`config.mk`:
```
export PLATFORM = sky130hd
export DESIGN_NAME = periph_soc
export DESIGN_NICKNAME = d
export VERILOG_FILES = /design/src/soc_pkg.sv /design/src/bus_ctrl.sv /design/src/clint_timer.sv /design/src/irq_ctrl.sv /design/src/gpio_regs.sv /design/src/periph_soc.sv
export VERILOG_INCLUDE_DIRS = /design/src
export SDC_FILE = /design/constraint.sdc
export NUM_CORES = 1
export LEC_CHECK = 0
export ABC_CLOCK_PERIOD_IN_PS = 3710
export BUFFER_PORTS_ARGS = -buffer_cell sky130_fd_sc_hd__clkbuf_2
export CAP_MARGIN = 25
export CORE_MARGIN = 3
export CORE_UTILIZATION = 25
export DETAILED_ROUTE_END_ITERATION = 10
export PLACE_DENSITY = 0.4
export SYNTH_ARGS = -nofsm -noshare
export SYNTH_HDL_FRONTEND = slang
export SYNTH_SLANG_ARGS = --single-unit
export TNS_END_PERCENT = 50
```
`constraint.sdc`:
```
create_clock -name i_clk -period 3.71 [get_ports i_clk]
set_input_delay 1.113 -clock i_clk [delete_from_list [all_inputs] [get_ports i_clk]]
set_output_delay 1.113 -clock i_clk [all_outputs]
set_load 0.02 [all_outputs]
```
`src/soc_config.svh`:
```
`ifndef SOC_CONFIG_SVH
`define SOC_CONFIG_SVH

////////////////////////////////////////////////////////////////////////////
// register bus geometry
////////////////////////////////////////////////////////////////////////////

// byte address and data width of the register bus
`define SOC_ADDR_W 16
`define SOC_DATA_W 32

// slot field is addr[15:12], register index is addr[5:2]
`define SOC_SLOT_LSB 12
`define SOC_REG_LSB 2

////////////////////////////////////////////////////////////////////////////
// peripheral sizing
////////////////////////////////////////////////////////////////////////////

`define SOC_GPIO_W 12
// source 0 is gpio, source 1 is the external pin
`define SOC_IRQ_W 2
// mtime advances once per this many clocks
`define SOC_TIMER_DIV 4

`endif

```
`src/soc_pkg.sv`:
```
package soc_pkg;

  ////////////////////////////////////////////////////////////////////////////
  // slot map, decoded from the slot field of the address
  ////////////////////////////////////////////////////////////////////////////

  typedef enum logic [3:0] {
    SLOT_CLINT = 4'd0,
    SLOT_PLIC  = 4'd1,
    SLOT_GPIO  = 4'd2
  } t_slot;

  // clint registers, time pair is read-only, msip uses bit 0 only
  typedef enum logic [3:0] {
    CLINT_MSIP    = 4'd0,
    CLINT_CMP_LO  = 4'd1,
    CLINT_CMP_HI  = 4'd2,
    CLINT_TIME_LO = 4'd3,
    CLINT_TIME_HI = 4'd4
  } t_clint_reg;

  // interrupt controller registers, pending and claim are read-only
  typedef enum logic [3:0] {
    IRQ_PENDING = 4'd0,
    IRQ_ENABLE  = 4'd1,
    IRQ_CLAIM   = 4'd2
  } t_irq_reg;

  // gpio registers, pend is write-one-to-clear
  typedef enum logic [3:0] {
    GPIO_IN   = 4'd0,
    GPIO_OUT  = 4'd1,
    GPIO_DIR  = 4'd2,
    GPIO_IE   = 4'd3,
    GPIO_PEND = 4'd4
  } t_gpio_reg;

  // bus controller FSM
  typedef enum logic [1:0] {ST_IDLE, ST_ACCESS, ST_RESP} t_bus_state;

endpackage

```
`src/bus_ctrl.sv`:
```
`timescale 1ns/100ps
`include "soc_config.svh"

module bus_ctrl (
  input                         i_clk,
  input                         i_reset,
  // request channel from the master
  input                         i_req_valid,
  output logic                  o_req_ready,
  input [`SOC_ADDR_W-1:0]       i_req_addr,
  input                         i_req_we,
  input [`SOC_DATA_W-1:0]       i_req_wdata,
  // response channel back to the master
  output logic                  o_resp_valid,
  input                         i_resp_ready,
  output logic [`SOC_DATA_W-1:0] o_resp_rdata,
  output logic                  o_resp_err,
  // slave strobes
  output logic                  o_clint_sel,
  output logic                  o_plic_sel,
  output logic                  o_gpio_sel,
  output logic                  o_slv_we,
  output logic [3:0]            o_slv_reg,
  output logic [`SOC_DATA_W-1:0] o_slv_wdata,
  input [`SOC_DATA_W-1:0]       i_clint_rdata,
  input [`SOC_DATA_W-1:0]       i_plic_rdata,
  input [`SOC_DATA_W-1:0]       i_gpio_rdata
);

  soc_pkg::t_bus_state r_state;
  logic [3:0] r_slot;
  logic [3:0] r_reg;
  logic r_we;
  logic [`SOC_DATA_W-1:0] r_wdata;
  logic w_req_fire;
  logic w_hit_clint;
  logic w_hit_plic;
  logic w_hit_gpio;
  logic w_dec_err;
  logic [`SOC_DATA_W-1:0] w_sel_rdata;

  ////////////////////////////////////////////////////////////////////////////
  // state machine
  ////////////////////////////////////////////////////////////////////////////

  // one request in flight, ready only while idle
  assign o_req_ready = (r_state == soc_pkg::ST_IDLE);
  assign w_req_fire = i_req_valid && o_req_ready;

  always_ff @(posedge i_clk) begin
    if (i_reset) begin
      r_state <= soc_pkg::ST_IDLE;
    end else begin
      case (r_state)
        soc_pkg::ST_IDLE:   if (i_req_valid) r_state <= soc_pkg::ST_ACCESS;
        // strobe cycle, slave registers its data on this edge
        soc_pkg::ST_ACCESS: r_state <= soc_pkg::ST_RESP;
        // hold until the master takes the response
        soc_pkg::ST_RESP:   if (i_resp_ready) r_state <= soc_pkg::ST_IDLE;
        default:            r_state <= soc_pkg::ST_IDLE;
      endcase
    end
  end

  // request latch, captured on the handshake edge
  always_ff @(posedge i_clk) begin
    if (w_req_fire) begin
      r_slot  <= i_req_addr[`SOC_SLOT_LSB+3:`SOC_SLOT_LSB];
      r_reg   <= i_req_addr[`SOC_REG_LSB+3:`SOC_REG_LSB];
      r_we    <= i_req_we;
      r_wdata <= i_req_wdata;
    end
  end

  ////////////////////////////////////////////////////////////////////////////
  // slot decode and strobes
  ////////////////////////////////////////////////////////////////////////////

  assign w_hit_clint = (r_slot == soc_pkg::SLOT_CLINT);
  assign w_hit_plic  = (r_slot == soc_pkg::SLOT_PLIC);
  assign w_hit_gpio  = (r_slot == soc_pkg::SLOT_GPIO);
  // slots 3..15 are unmapped
  assign w_dec_err = !(w_hit_clint || w_hit_plic || w_hit_gpio);

  assign o_clint_sel = (r_state == soc_pkg::ST_ACCESS) && w_hit_clint;
  assign o_plic_sel  = (r_state == soc_pkg::ST_ACCESS) && w_hit_plic;
  assign o_gpio_sel  = (r_state == soc_pkg::ST_ACCESS) && w_hit_gpio;
  assign o_slv_we    = r_we;
  assign o_slv_reg   = r_reg;
  assign o_slv_wdata = r_wdata;

  ////////////////////////////////////////////////////////////////////////////
  // response
  ////////////////////////////////////////////////////////////////////////////

  // slave data is registered and only moves on its strobe, so it holds in ST_RESP
  always_comb begin
    w_sel_rdata = '0;
    if (w_hit_clint) begin
      w_sel_rdata = i_clint_rdata;
    end else if (w_hit_plic) begin
      w_sel_rdata = i_plic_rdata;
    end else if (w_hit_gpio) begin
      w_sel_rdata = i_gpio_rdata;
    end
  end

  assign o_resp_valid = (r_state == soc_pkg::ST_RESP);
  assign o_resp_err   = o_resp_valid && w_dec_err;
  // writes and errors return zero data
  assign o_resp_rdata = (o_resp_valid && !r_we && !w_dec_err) ? w_sel_rdata : '0;

  // response must not move under back-pressure
  a_resp_hold: assert property (@(posedge i_clk) disable iff (i_reset)
    o_resp_valid && !i_resp_ready |=>
      o_resp_valid && $stable(o_resp_rdata) && $stable(o_resp_err));

endmodule

```
`src/clint_timer.sv`:
```
`timescale 1ns/100ps
`include "soc_config.svh"

module clint_timer (
  input                          i_clk,
  input                          i_reset,
  input                          i_sel,
  input                          i_we,
  input [3:0]                    i_reg,
  input [`SOC_DATA_W-1:0]        i_wdata,
  output logic [`SOC_DATA_W-1:0] o_rdata,
  output logic                   o_mtip,
  output logic                   o_msip
);

  localparam int DIV_W = $clog2(`SOC_TIMER_DIV);
  localparam int PAD_W = `SOC_DATA_W - 1;

  logic [DIV_W-1:0] r_div;
  logic w_tick;
  logic [63:0] r_mtime;
  logic [63:0] r_mtimecmp;
  logic r_msip;
  logic r_mtip;
  logic [`SOC_DATA_W-1:0] r_rdata;

  ////////////////////////////////////////////////////////////////////////////
  // mtime
  ////////////////////////////////////////////////////////////////////////////

  // prescaler wraps every SOC_TIMER_DIV clocks
  assign w_tick = (r_div == DIV_W'(`SOC_TIMER_DIV - 1));

  always_ff @(posedge i_clk) begin
    if (i_reset) begin
      r_div   <= '0;
      r_mtime <= '0;
    end else begin
      r_div <= w_tick ? '0 : r_div + 1'b1;
      if (w_tick) begin
        r_mtime <= r_mtime + 64'd1;
      end
    end
  end

  // registered compare, lags mtime by one clock
  always_ff @(posedge i_clk) begin
    if (i_reset) begin
      r_mtip <= 1'b0;
    end else begin
      r_mtip <= (r_mtime >= r_mtimecmp);
    end
  end

  ////////////////////////////////////////////////////////////////////////////
  // register access
  ////////////////////////////////////////////////////////////////////////////

  // compare resets to all ones so mtip stays low
  always_ff @(posedge i_clk) begin
    if (i_reset) begin
      r_mtimecmp <= '1;
      r_msip     <= 1'b0;
    end else if (i_sel && i_we) begin
      case (i_reg)
        soc_pkg::CLINT_MSIP:   r_msip <= i_wdata[0];
        soc_pkg::CLINT_CMP_LO: r_mtimecmp[`SOC_DATA_W-1:0] <= i_wdata;
        soc_pkg::CLINT_CMP_HI: r_mtimecmp[63:`SOC_DATA_W] <= i_wdata;
        // time pair is read-only
        default: ;
      endcase
    end
  end

  always_ff @(posedge i_clk) begin
    if (i_sel && !i_we) begin
      case (i_reg)
        soc_pkg::CLINT_MSIP:    r_rdata <= {{PAD_W{1'b0}}, r_msip};
        soc_pkg::CLINT_CMP_LO:  r_rdata <= r_mtimecmp[`SOC_DATA_W-1:0];
        soc_pkg::CLINT_CMP_HI:  r_rdata <= r_mtimecmp[63:`SOC_DATA_W];
        soc_pkg::CLINT_TIME_LO: r_rdata <= r_mtime[`SOC_DATA_W-1:0];
        soc_pkg::CLINT_TIME_HI: r_rdata <= r_mtime[63:`SOC_DATA_W];
        default:                r_rdata <= '0;
      endcase
    end
  end

  assign o_rdata = r_rdata;
  assign o_mtip  = r_mtip;
  assign o_msip  = r_msip;

  // mtime only moves forward between resets
  a_mtime_mono: assert property (@(posedge i_clk) disable iff (i_reset)
    !i_reset |=> (r_mtime >= $past(r_mtime)));

endmodule

```
`src/irq_ctrl.sv`:
```
`timescale 1ns/100ps
`include "soc_config.svh"

module irq_ctrl (
  input                          i_clk,
  input                          i_reset,
  input                          i_sel,
  input                          i_we,
  input [3:0]                    i_reg,
  input [`SOC_DATA_W-1:0]        i_wdata,
  output logic [`SOC_DATA_W-1:0] o_rdata,
  input [`SOC_IRQ_W-1:0]         i_irq_src,
  output logic                   o_meip
);

  // claim id is source number plus one, zero means none
  localparam int ID_W = $clog2(`SOC_IRQ_W + 1);

  logic [`SOC_IRQ_W-1:0] r_src_d;
  logic [`SOC_IRQ_W-1:0] r_pending;
  logic [`SOC_IRQ_W-1:0] r_enable;
  logic [`SOC_IRQ_W-1:0] w_rise;
  logic [`SOC_IRQ_W-1:0] w_active;
  logic [`SOC_IRQ_W-1:0] w_claim_mask;
  logic [`SOC_IRQ_W-1:0] w_clear;
  logic [ID_W-1:0] w_claim_id;
  logic [`SOC_DATA_W-1:0] r_rdata;

  assign w_rise   = i_irq_src & ~r_src_d;
  assign w_active = r_pending & r_enable;
  // lowest set bit wins the claim
  assign w_claim_mask = w_active & (~w_active + 1'b1);

  always_comb begin
    w_claim_id = '0;
    for (int i = `SOC_IRQ_W - 1; i >= 0; i--) begin
      if (w_active[i]) w_claim_id = ID_W'(i + 1);
    end
  end

  // a claim read retires the source it reports
  assign w_clear = (i_sel && !i_we && i_reg == soc_pkg::IRQ_CLAIM) ? w_claim_mask : '0;

  always_ff @(posedge i_clk) begin
    if (i_reset) begin
      r_src_d   <= '0;
      r_pending <= '0;
      r_enable  <= '0;
    end else begin
      r_src_d <= i_irq_src;
      // new edge beats a same-cycle clear
      r_pending <= (r_pending & ~w_clear) | w_rise;
      if (i_sel && i_we && i_reg == soc_pkg::IRQ_ENABLE) begin
        r_enable <= i_wdata[`SOC_IRQ_W-1:0];
      end
    end
  end

  always_ff @(posedge i_clk) begin
    if (i_sel && !i_we) begin
      case (i_reg)
        soc_pkg::IRQ_PENDING: r_rdata <= {{(`SOC_DATA_W-`SOC_IRQ_W){1'b0}}, r_pending};
        soc_pkg::IRQ_ENABLE:  r_rdata <= {{(`SOC_DATA_W-`SOC_IRQ_W){1'b0}}, r_enable};
        soc_pkg::IRQ_CLAIM:   r_rdata <= {{(`SOC_DATA_W-ID_W){1'b0}}, w_claim_id};
        default:              r_rdata <= '0;
      endcase
    end
  end

  assign o_rdata = r_rdata;
  assign o_meip  = |w_active;

endmodule

```
`src/gpio_regs.sv`:
```
`timescale 1ns/100ps
`include "soc_config.svh"

module gpio_regs (
  input                          i_clk,
  input                          i_reset,
  input                          i_sel,
  input                          i_we,
  input [3:0]                    i_reg,
  input [`SOC_DATA_W-1:0]        i_wdata,
  output logic [`SOC_DATA_W-1:0] o_rdata,
  input [`SOC_GPIO_W-1:0]        i_gpio,
  output logic [`SOC_GPIO_W-1:0] o_gpio,
  output logic [`SOC_GPIO_W-1:0] o_gpio_dir,
  output logic                   o_irq
);

  localparam int PAD_W = `SOC_DATA_W - `SOC_GPIO_W;

  logic [`SOC_GPIO_W-1:0] r_sync1;
  logic [`SOC_GPIO_W-1:0] r_sync2;
  logic [`SOC_GPIO_W-1:0] r_in_d;
  logic [`SOC_GPIO_W-1:0] w_rise;
  logic [`SOC_GPIO_W-1:0] w_clear;
  logic [`SOC_GPIO_W-1:0] r_out;
  logic [`SOC_GPIO_W-1:0] r_dir;
  logic [`SOC_GPIO_W-1:0] r_ie;
  logic [`SOC_GPIO_W-1:0] r_pend;
  logic [`SOC_DATA_W-1:0] r_rdata;

  ////////////////////////////////////////////////////////////////////////////
  // input path
  ////////////////////////////////////////////////////////////////////////////

  // pins are asynchronous, two flops before anything looks at them
  always_ff @(posedge i_clk) begin
    if (i_reset) begin
      r_sync1 <= '0;
      r_sync2 <= '0;
      r_in_d  <= '0;
    end else begin
      r_sync1 <= i_gpio;
      r_sync2 <= r_sync1;
      r_in_d  <= r_sync2;
    end
  end

  assign w_rise = r_sync2 & ~r_in_d;
  // write one to clear pend
  assign w_clear = (i_sel && i_we && i_reg == soc_pkg::GPIO_PEND) ?
                   i_wdata[`SOC_GPIO_W-1:0] : '0;

  ////////////////////////////////////////////////////////////////////////////
  // registers
  ////////////////////////////////////////////////////////////////////////////

  always_ff @(posedge i_clk) begin
    if (i_reset) begin
      r_out  <= '0;
      r_dir  <= '0;
      r_ie   <= '0;
      r_pend <= '0;
    end else begin
      r_pend <= (r_pend & ~w_clear) | w_rise;
      if (i_sel && i_we) begin
        case (i_reg)
          soc_pkg::GPIO_OUT: r_out <= i_wdata[`SOC_GPIO_W-1:0];
          soc_pkg::GPIO_DIR: r_dir <= i_wdata[`SOC_GPIO_W-1:0];
          soc_pkg::GPIO_IE:  r_ie  <= i_wdata[`SOC_GPIO_W-1:0];
          default: ;
        endcase
      end
    end
  end

  always_ff @(posedge i_clk) begin
    if (i_sel && !i_we) begin
      case (i_reg)
        soc_pkg::GPIO_IN:   r_rdata <= {{PAD_W{1'b0}}, r_sync2};
        soc_pkg::GPIO_OUT:  r_rdata <= {{PAD_W{1'b0}}, r_out};
        soc_pkg::GPIO_DIR:  r_rdata <= {{PAD_W{1'b0}}, r_dir};
        soc_pkg::GPIO_IE:   r_rdata <= {{PAD_W{1'b0}}, r_ie};
        soc_pkg::GPIO_PEND: r_rdata <= {{PAD_W{1'b0}}, r_pend};
        default:            r_rdata <= '0;
      endcase
    end
  end

  assign o_rdata    = r_rdata;
  assign o_gpio     = r_out;
  assign o_gpio_dir = r_dir;
  // one summary line toward the interrupt controller
  assign o_irq = |(r_pend & r_ie);

endmodule

```
`src/periph_soc.sv`:
```
`timescale 1ns/100ps
`include "soc_config.svh"

module periph_soc (
  input                          i_clk,
  input                          i_reset,
  // request channel
  input                          i_req_valid,
  output logic                   o_req_ready,
  input [`SOC_ADDR_W-1:0]        i_req_addr,
  input                          i_req_we,
  input [`SOC_DATA_W-1:0]        i_req_wdata,
  // response channel
  output logic                   o_resp_valid,
  input                          i_resp_ready,
  output logic [`SOC_DATA_W-1:0] o_resp_rdata,
  output logic                   o_resp_err,
  // GPIO pins
  input [`SOC_GPIO_W-1:0]        i_gpio,
  output logic [`SOC_GPIO_W-1:0] o_gpio,
  output logic [`SOC_GPIO_W-1:0] o_gpio_dir,
  // interrupts
  input                          i_ext_irq,
  output logic                   o_mtip,
  output logic                   o_msip,
  output logic                   o_meip
);

  logic w_clint_sel;
  logic w_plic_sel;
  logic w_gpio_sel;
  logic w_slv_we;
  logic [3:0] wb_slv_reg;
  logic [`SOC_DATA_W-1:0] wb_slv_wdata;
  logic [`SOC_DATA_W-1:0] wb_clint_rdata;
  logic [`SOC_DATA_W-1:0] wb_plic_rdata;
  logic [`SOC_DATA_W-1:0] wb_gpio_rdata;
  logic w_gpio_irq;

  ////////////////////////////////////////////////////////////////////////////
  // bus controller, slot decode
  ////////////////////////////////////////////////////////////////////////////
  bus_ctrl ctrl0 (
    .i_clk(i_clk),
    .i_reset(i_reset),
    .i_req_valid(i_req_valid),
    .o_req_ready(o_req_ready),
    .i_req_addr(i_req_addr),
    .i_req_we(i_req_we),
    .i_req_wdata(i_req_wdata),
    .o_resp_valid(o_resp_valid),
    .i_resp_ready(i_resp_ready),
    .o_resp_rdata(o_resp_rdata),
    .o_resp_err(o_resp_err),
    .o_clint_sel(w_clint_sel),
    .o_plic_sel(w_plic_sel),
    .o_gpio_sel(w_gpio_sel),
    .o_slv_we(w_slv_we),
    .o_slv_reg(wb_slv_reg),
    .o_slv_wdata(wb_slv_wdata),
    .i_clint_rdata(wb_clint_rdata),
    .i_plic_rdata(wb_plic_rdata),
    .i_gpio_rdata(wb_gpio_rdata)
  );

  // slot 0, machine timer
  clint_timer clint0 (
    .i_clk(i_clk),
    .i_reset(i_reset),
    .i_sel(w_clint_sel),
    .i_we(w_slv_we),
    .i_reg(wb_slv_reg),
    .i_wdata(wb_slv_wdata),
    .o_rdata(wb_clint_rdata),
    .o_mtip(o_mtip),
    .o_msip(o_msip)
  );

  // slot 1, source 0 is gpio and source 1 the external pin
  irq_ctrl plic0 (
    .i_clk(i_clk),
    .i_reset(i_reset),
    .i_sel(w_plic_sel),
    .i_we(w_slv_we),
    .i_reg(wb_slv_reg),
    .i_wdata(wb_slv_wdata),
    .o_rdata(wb_plic_rdata),
    .i_irq_src({i_ext_irq, w_gpio_irq}),
    .o_meip(o_meip)
  );

  // slot 2
  gpio_regs gpio0 (
    .i_clk(i_clk),
    .i_reset(i_reset),
    .i_sel(w_gpio_sel),
    .i_we(w_slv_we),
    .i_reg(wb_slv_reg),
    .i_wdata(wb_slv_wdata),
    .o_rdata(wb_gpio_rdata),
    .i_gpio(i_gpio),
    .o_gpio(o_gpio),
    .o_gpio_dir(o_gpio_dir),
    .o_irq(w_gpio_irq)
  );

endmodule

```
==> results.sh <==
export IMPL_worstSkewPairLatency_ns=0.57
export IMPL_cts_setup_buffers=0
export IMPL_endpoint_kind="output port"
export IMPL_synthTopCellsByArea="dfxtp_1, edfxtp_1, nor2_1"
export IMPL_routedWlPerCell_um=17.8
export IMPL_first_pass_iters=6
export IMPL_synth_fp_nets=1513
export IMPL_yosys_area_top_type="dfxtp_1"
export IMPL_port_buffers=119
export IMPL_finalClockSkew_ns=0.0185
export IMPL_holdCritStartpoint="clint0.r_div[0]"
export IMPL_sw_frac_of_total_pct=22.7
export IMPL_async_reset_ff_share_pct=0
export IMPL_grt_use_total_pct=13.7
export IMPL_cp_arrival_ns=2.27
export IMPL_overflow=0
export IMPL_ir_drop_mv=0.262
export IMPL_start_util_pct=25.5
export IMPL_netlist_area_um2=13900
export IMPL_root_buffer="clkbuf_16"
export IMPL_place_gp_congestion=0.759
export IMPL_relSlewSlack_pct=40.8
export IMPL_grt_pass1_vias=10700
export IMPL_top_regs="clint0.r_mtime x64, clint0.r_mtimecmp x64"
export IMPL_clock_fmax_ghz=0.296
export IMPL_required_ns=2.60
export IMPL_drt_vias_per_instance=4.66
export IMPL_synth_seq_cells=311
export IMPL_ios=128
export IMPL_hold_class="register to register"
export IMPL_ctsResizeCount=0
export IMPL_layout_min_cycle_time_ns=3.38
export IMPL_syn_area_per_cell_um2=10.1
export IMPL_hold_viol=0
export IMPL_switchingPower_mw=1.72
export IMPL_cts_buffer_depth=3
export IMPL_hpwl_um=27800
export IMPL_h_tree_depth=2
export IMPL_die_width_um=242
export IMPL_maxCapViolCount=0
export IMPL_worstRegToRegCells=8
export IMPL_syn_to_final_growth_pct=20.1
export IMPL_startpoint_type="register"
export IMPL_hold_buffers=0
export IMPL_combPwrFrac_pct=3.0
export IMPL_drc=0
export IMPL_fin_nets=1626
export IMPL_crit_path_max_fanout=8
export IMPL_holdPathStages=1
export IMPL_power_density_nw_per_um2=455
export IMPL_synth_top_area_share_pct=32.3
export IMPL_die_area_um2=58500
export IMPL_numCtsBuffers=38
export IMPL_core_area_um2=54500
export IMPL_vias=10500
export IMPL_drt_total_wl_um=40300
export IMPL_tightestPinTransition_ns=0.887
export IMPL_cts_tree="done"
export IMPL_dpl_cell_area_um2=15400
export IMPL_syn_inst=1381
export IMPL_postLayoutCellArea_um2=16700
export IMPL_antenna_found_initial=0
export IMPL_sequentialPowerShare_pct=47.7
export IMPL_clock_sinks=311
export IMPL_fp_dieH_um=242
export IMPL_worstSetupPathType="register to output port"
export IMPL_drive_gt1_share_pct=15.0
export IMPL_status="finished clean"
export IMPL_ant_nets=0
export IMPL_rows=85
export IMPL_drv_slew=0
export IMPL_grt_max_degree=180
export IMPL_p_int_mw=5.87
export IMPL_diodes=0
export IMPL_fin_crit_sh_pct=91.1
export IMPL_grt_pass1_wl_um=63400
export IMPL_yosys_warnings=0
export IMPL_pwr_share_clk_pct=49.3
export IMPL_finalSetupViolCount=0
export IMPL_r2r_start="clint0.r_mtime[31]"
export IMPL_clk_transition_reported_paths_ns=0.06
export IMPL_synthDistinctLibCells=55
export IMPL_r2r_setup_slack_ns=1.16
export IMPL_cellLeakagePower_nw=6.82
export IMPL_drtIter0Drc=764
export IMPL_tns_ns=0
export IMPL_fillers=5755
export IMPL_r2r_end="clint0.o_mtip"
export IMPL_synth_edf_count=87
export IMPL_min_to="clint0.r_div[0]"
export IMPL_ys_seq_area_share_pct=51.1
export IMPL_rsz0062_at_grt="no"
export IMPL_synth_top_flop_cell="dfxtp_1"
area by class of cell:
type	count	area, um^2	share of cell area [%]
flip-flops and latches	311	7100	42.5
clock inverters	10	145	0.870
multi-input cells	926	6270	37.6
clock buffers	59	1110	6.66
well taps	739	925	5.54
repair buffers	147	875	5.24
inverters	70	263	1.57
power by group through the flow:
stage                     clock network (mW)  registers (mW)  logic [mW]
after floorplan                            0            3.66       0.136
after global placement                     0            3.70       0.234
after detailed placement                   0            3.70       0.235
after CTS                               3.88            3.63       0.236
after global routing                    4.02            3.63       0.256
final                                   3.74            3.62       0.228
through the flow:
stage               util, %  hold WS, ns  std cells  setup slack [ns]  power, mW
floorplan                 -        0.404       1381             0.811       3.80
global placement       28.3        0.413       2193             0.822       3.93
detailed placement     28.3        0.424       2193             0.844       3.93
CTS                    30.6        0.433       2262             0.226       7.74
global route           30.6        0.452       2262             0.122       7.91
finish                 30.6        0.429       2262             0.331       7.59
critical path, cell delays in order, from the launching register on:
cell,delay (ns)
edfxtp_1,0.47
nor3_1,0.11
nand2b_1,0.18
nor2_1,0.07
a2111oi_0,0.59
clkbuf_2,0.29
worst max-delay path by stage:
stage                                 from                to  slack, ns  cells past startpoint
after global placement    ctrl0.r_state[0]   o_resp_rdata[1]       0.82                      5
final                      ctrl0.r_slot[1]   o_resp_rdata[0]       0.33                      5
after detailed placement  ctrl0.r_state[0]   o_resp_rdata[0]       0.84                      5
after floorplan           ctrl0.r_state[0]   o_resp_rdata[0]       0.81                      4
after CTS                 ctrl0.r_state[0]   o_resp_rdata[0]       0.23                      5
after global routing      ctrl0.r_state[0]  o_resp_rdata[24]       0.12                      8
kinds of logic after synthesis:
logic type      after synthesis  synth area share [%]
simple gates                512                  18.8
flops                       311                  51.1
compound gates              248                  13.3
buf+inv                     144                  4.18
fa+ha+maj                    66                  5.94
xor+xnor                     60                  3.78
mux                          40                  2.88
synth_stat cells, types with 40 or more instances:
master / number
a222oi_1: 44
o21ai_0: 42
mux2i_1: 40
edfxtp_1: 87
a211o_1: 64
clkbuf_1: 55
xor2_1: 43
nand2_1: 66
ha_1: 66
nor2b_1: 58
dfxtp_1: 224
nor2_1: 221
a21oi_1: 47
inv_1: 70
routing by layer:
layer | part of all wire [%] | vias up | GRT usage [%]
li1 | - | 5190 | -
met5 | 0 | - | 0
met1 | 46 | 5113 | 18.0
met2 | 47 | 186 | 23.2
met4 | 2.1 | 0 | 3.78
met3 | 4.3 | 52 | 2.64
cells in the final DEF (no fill, tap or decap), types with 13 or more instances in the layout:
cell type	count
inv_1	70
xnor2_1	17
and3_1	13
nand4_1	34
a22oi_1	23
mux2i_1	40
xor2_1	43
nand3_1	36
clkbuf_16	39
and2_1	22
clkbuf_1	14
nor2_1	219
nor2b_1	58
a222oi_1	44
buf_4	23
a211o_1	64
clkbuf_2	118
nand2_1	66
o21ai_0	42
dfxtp_1	224
ha_1	66
edfxtp_1	87
a21oi_1	47
No activity file was read; power rests on OpenSTA's default activity.
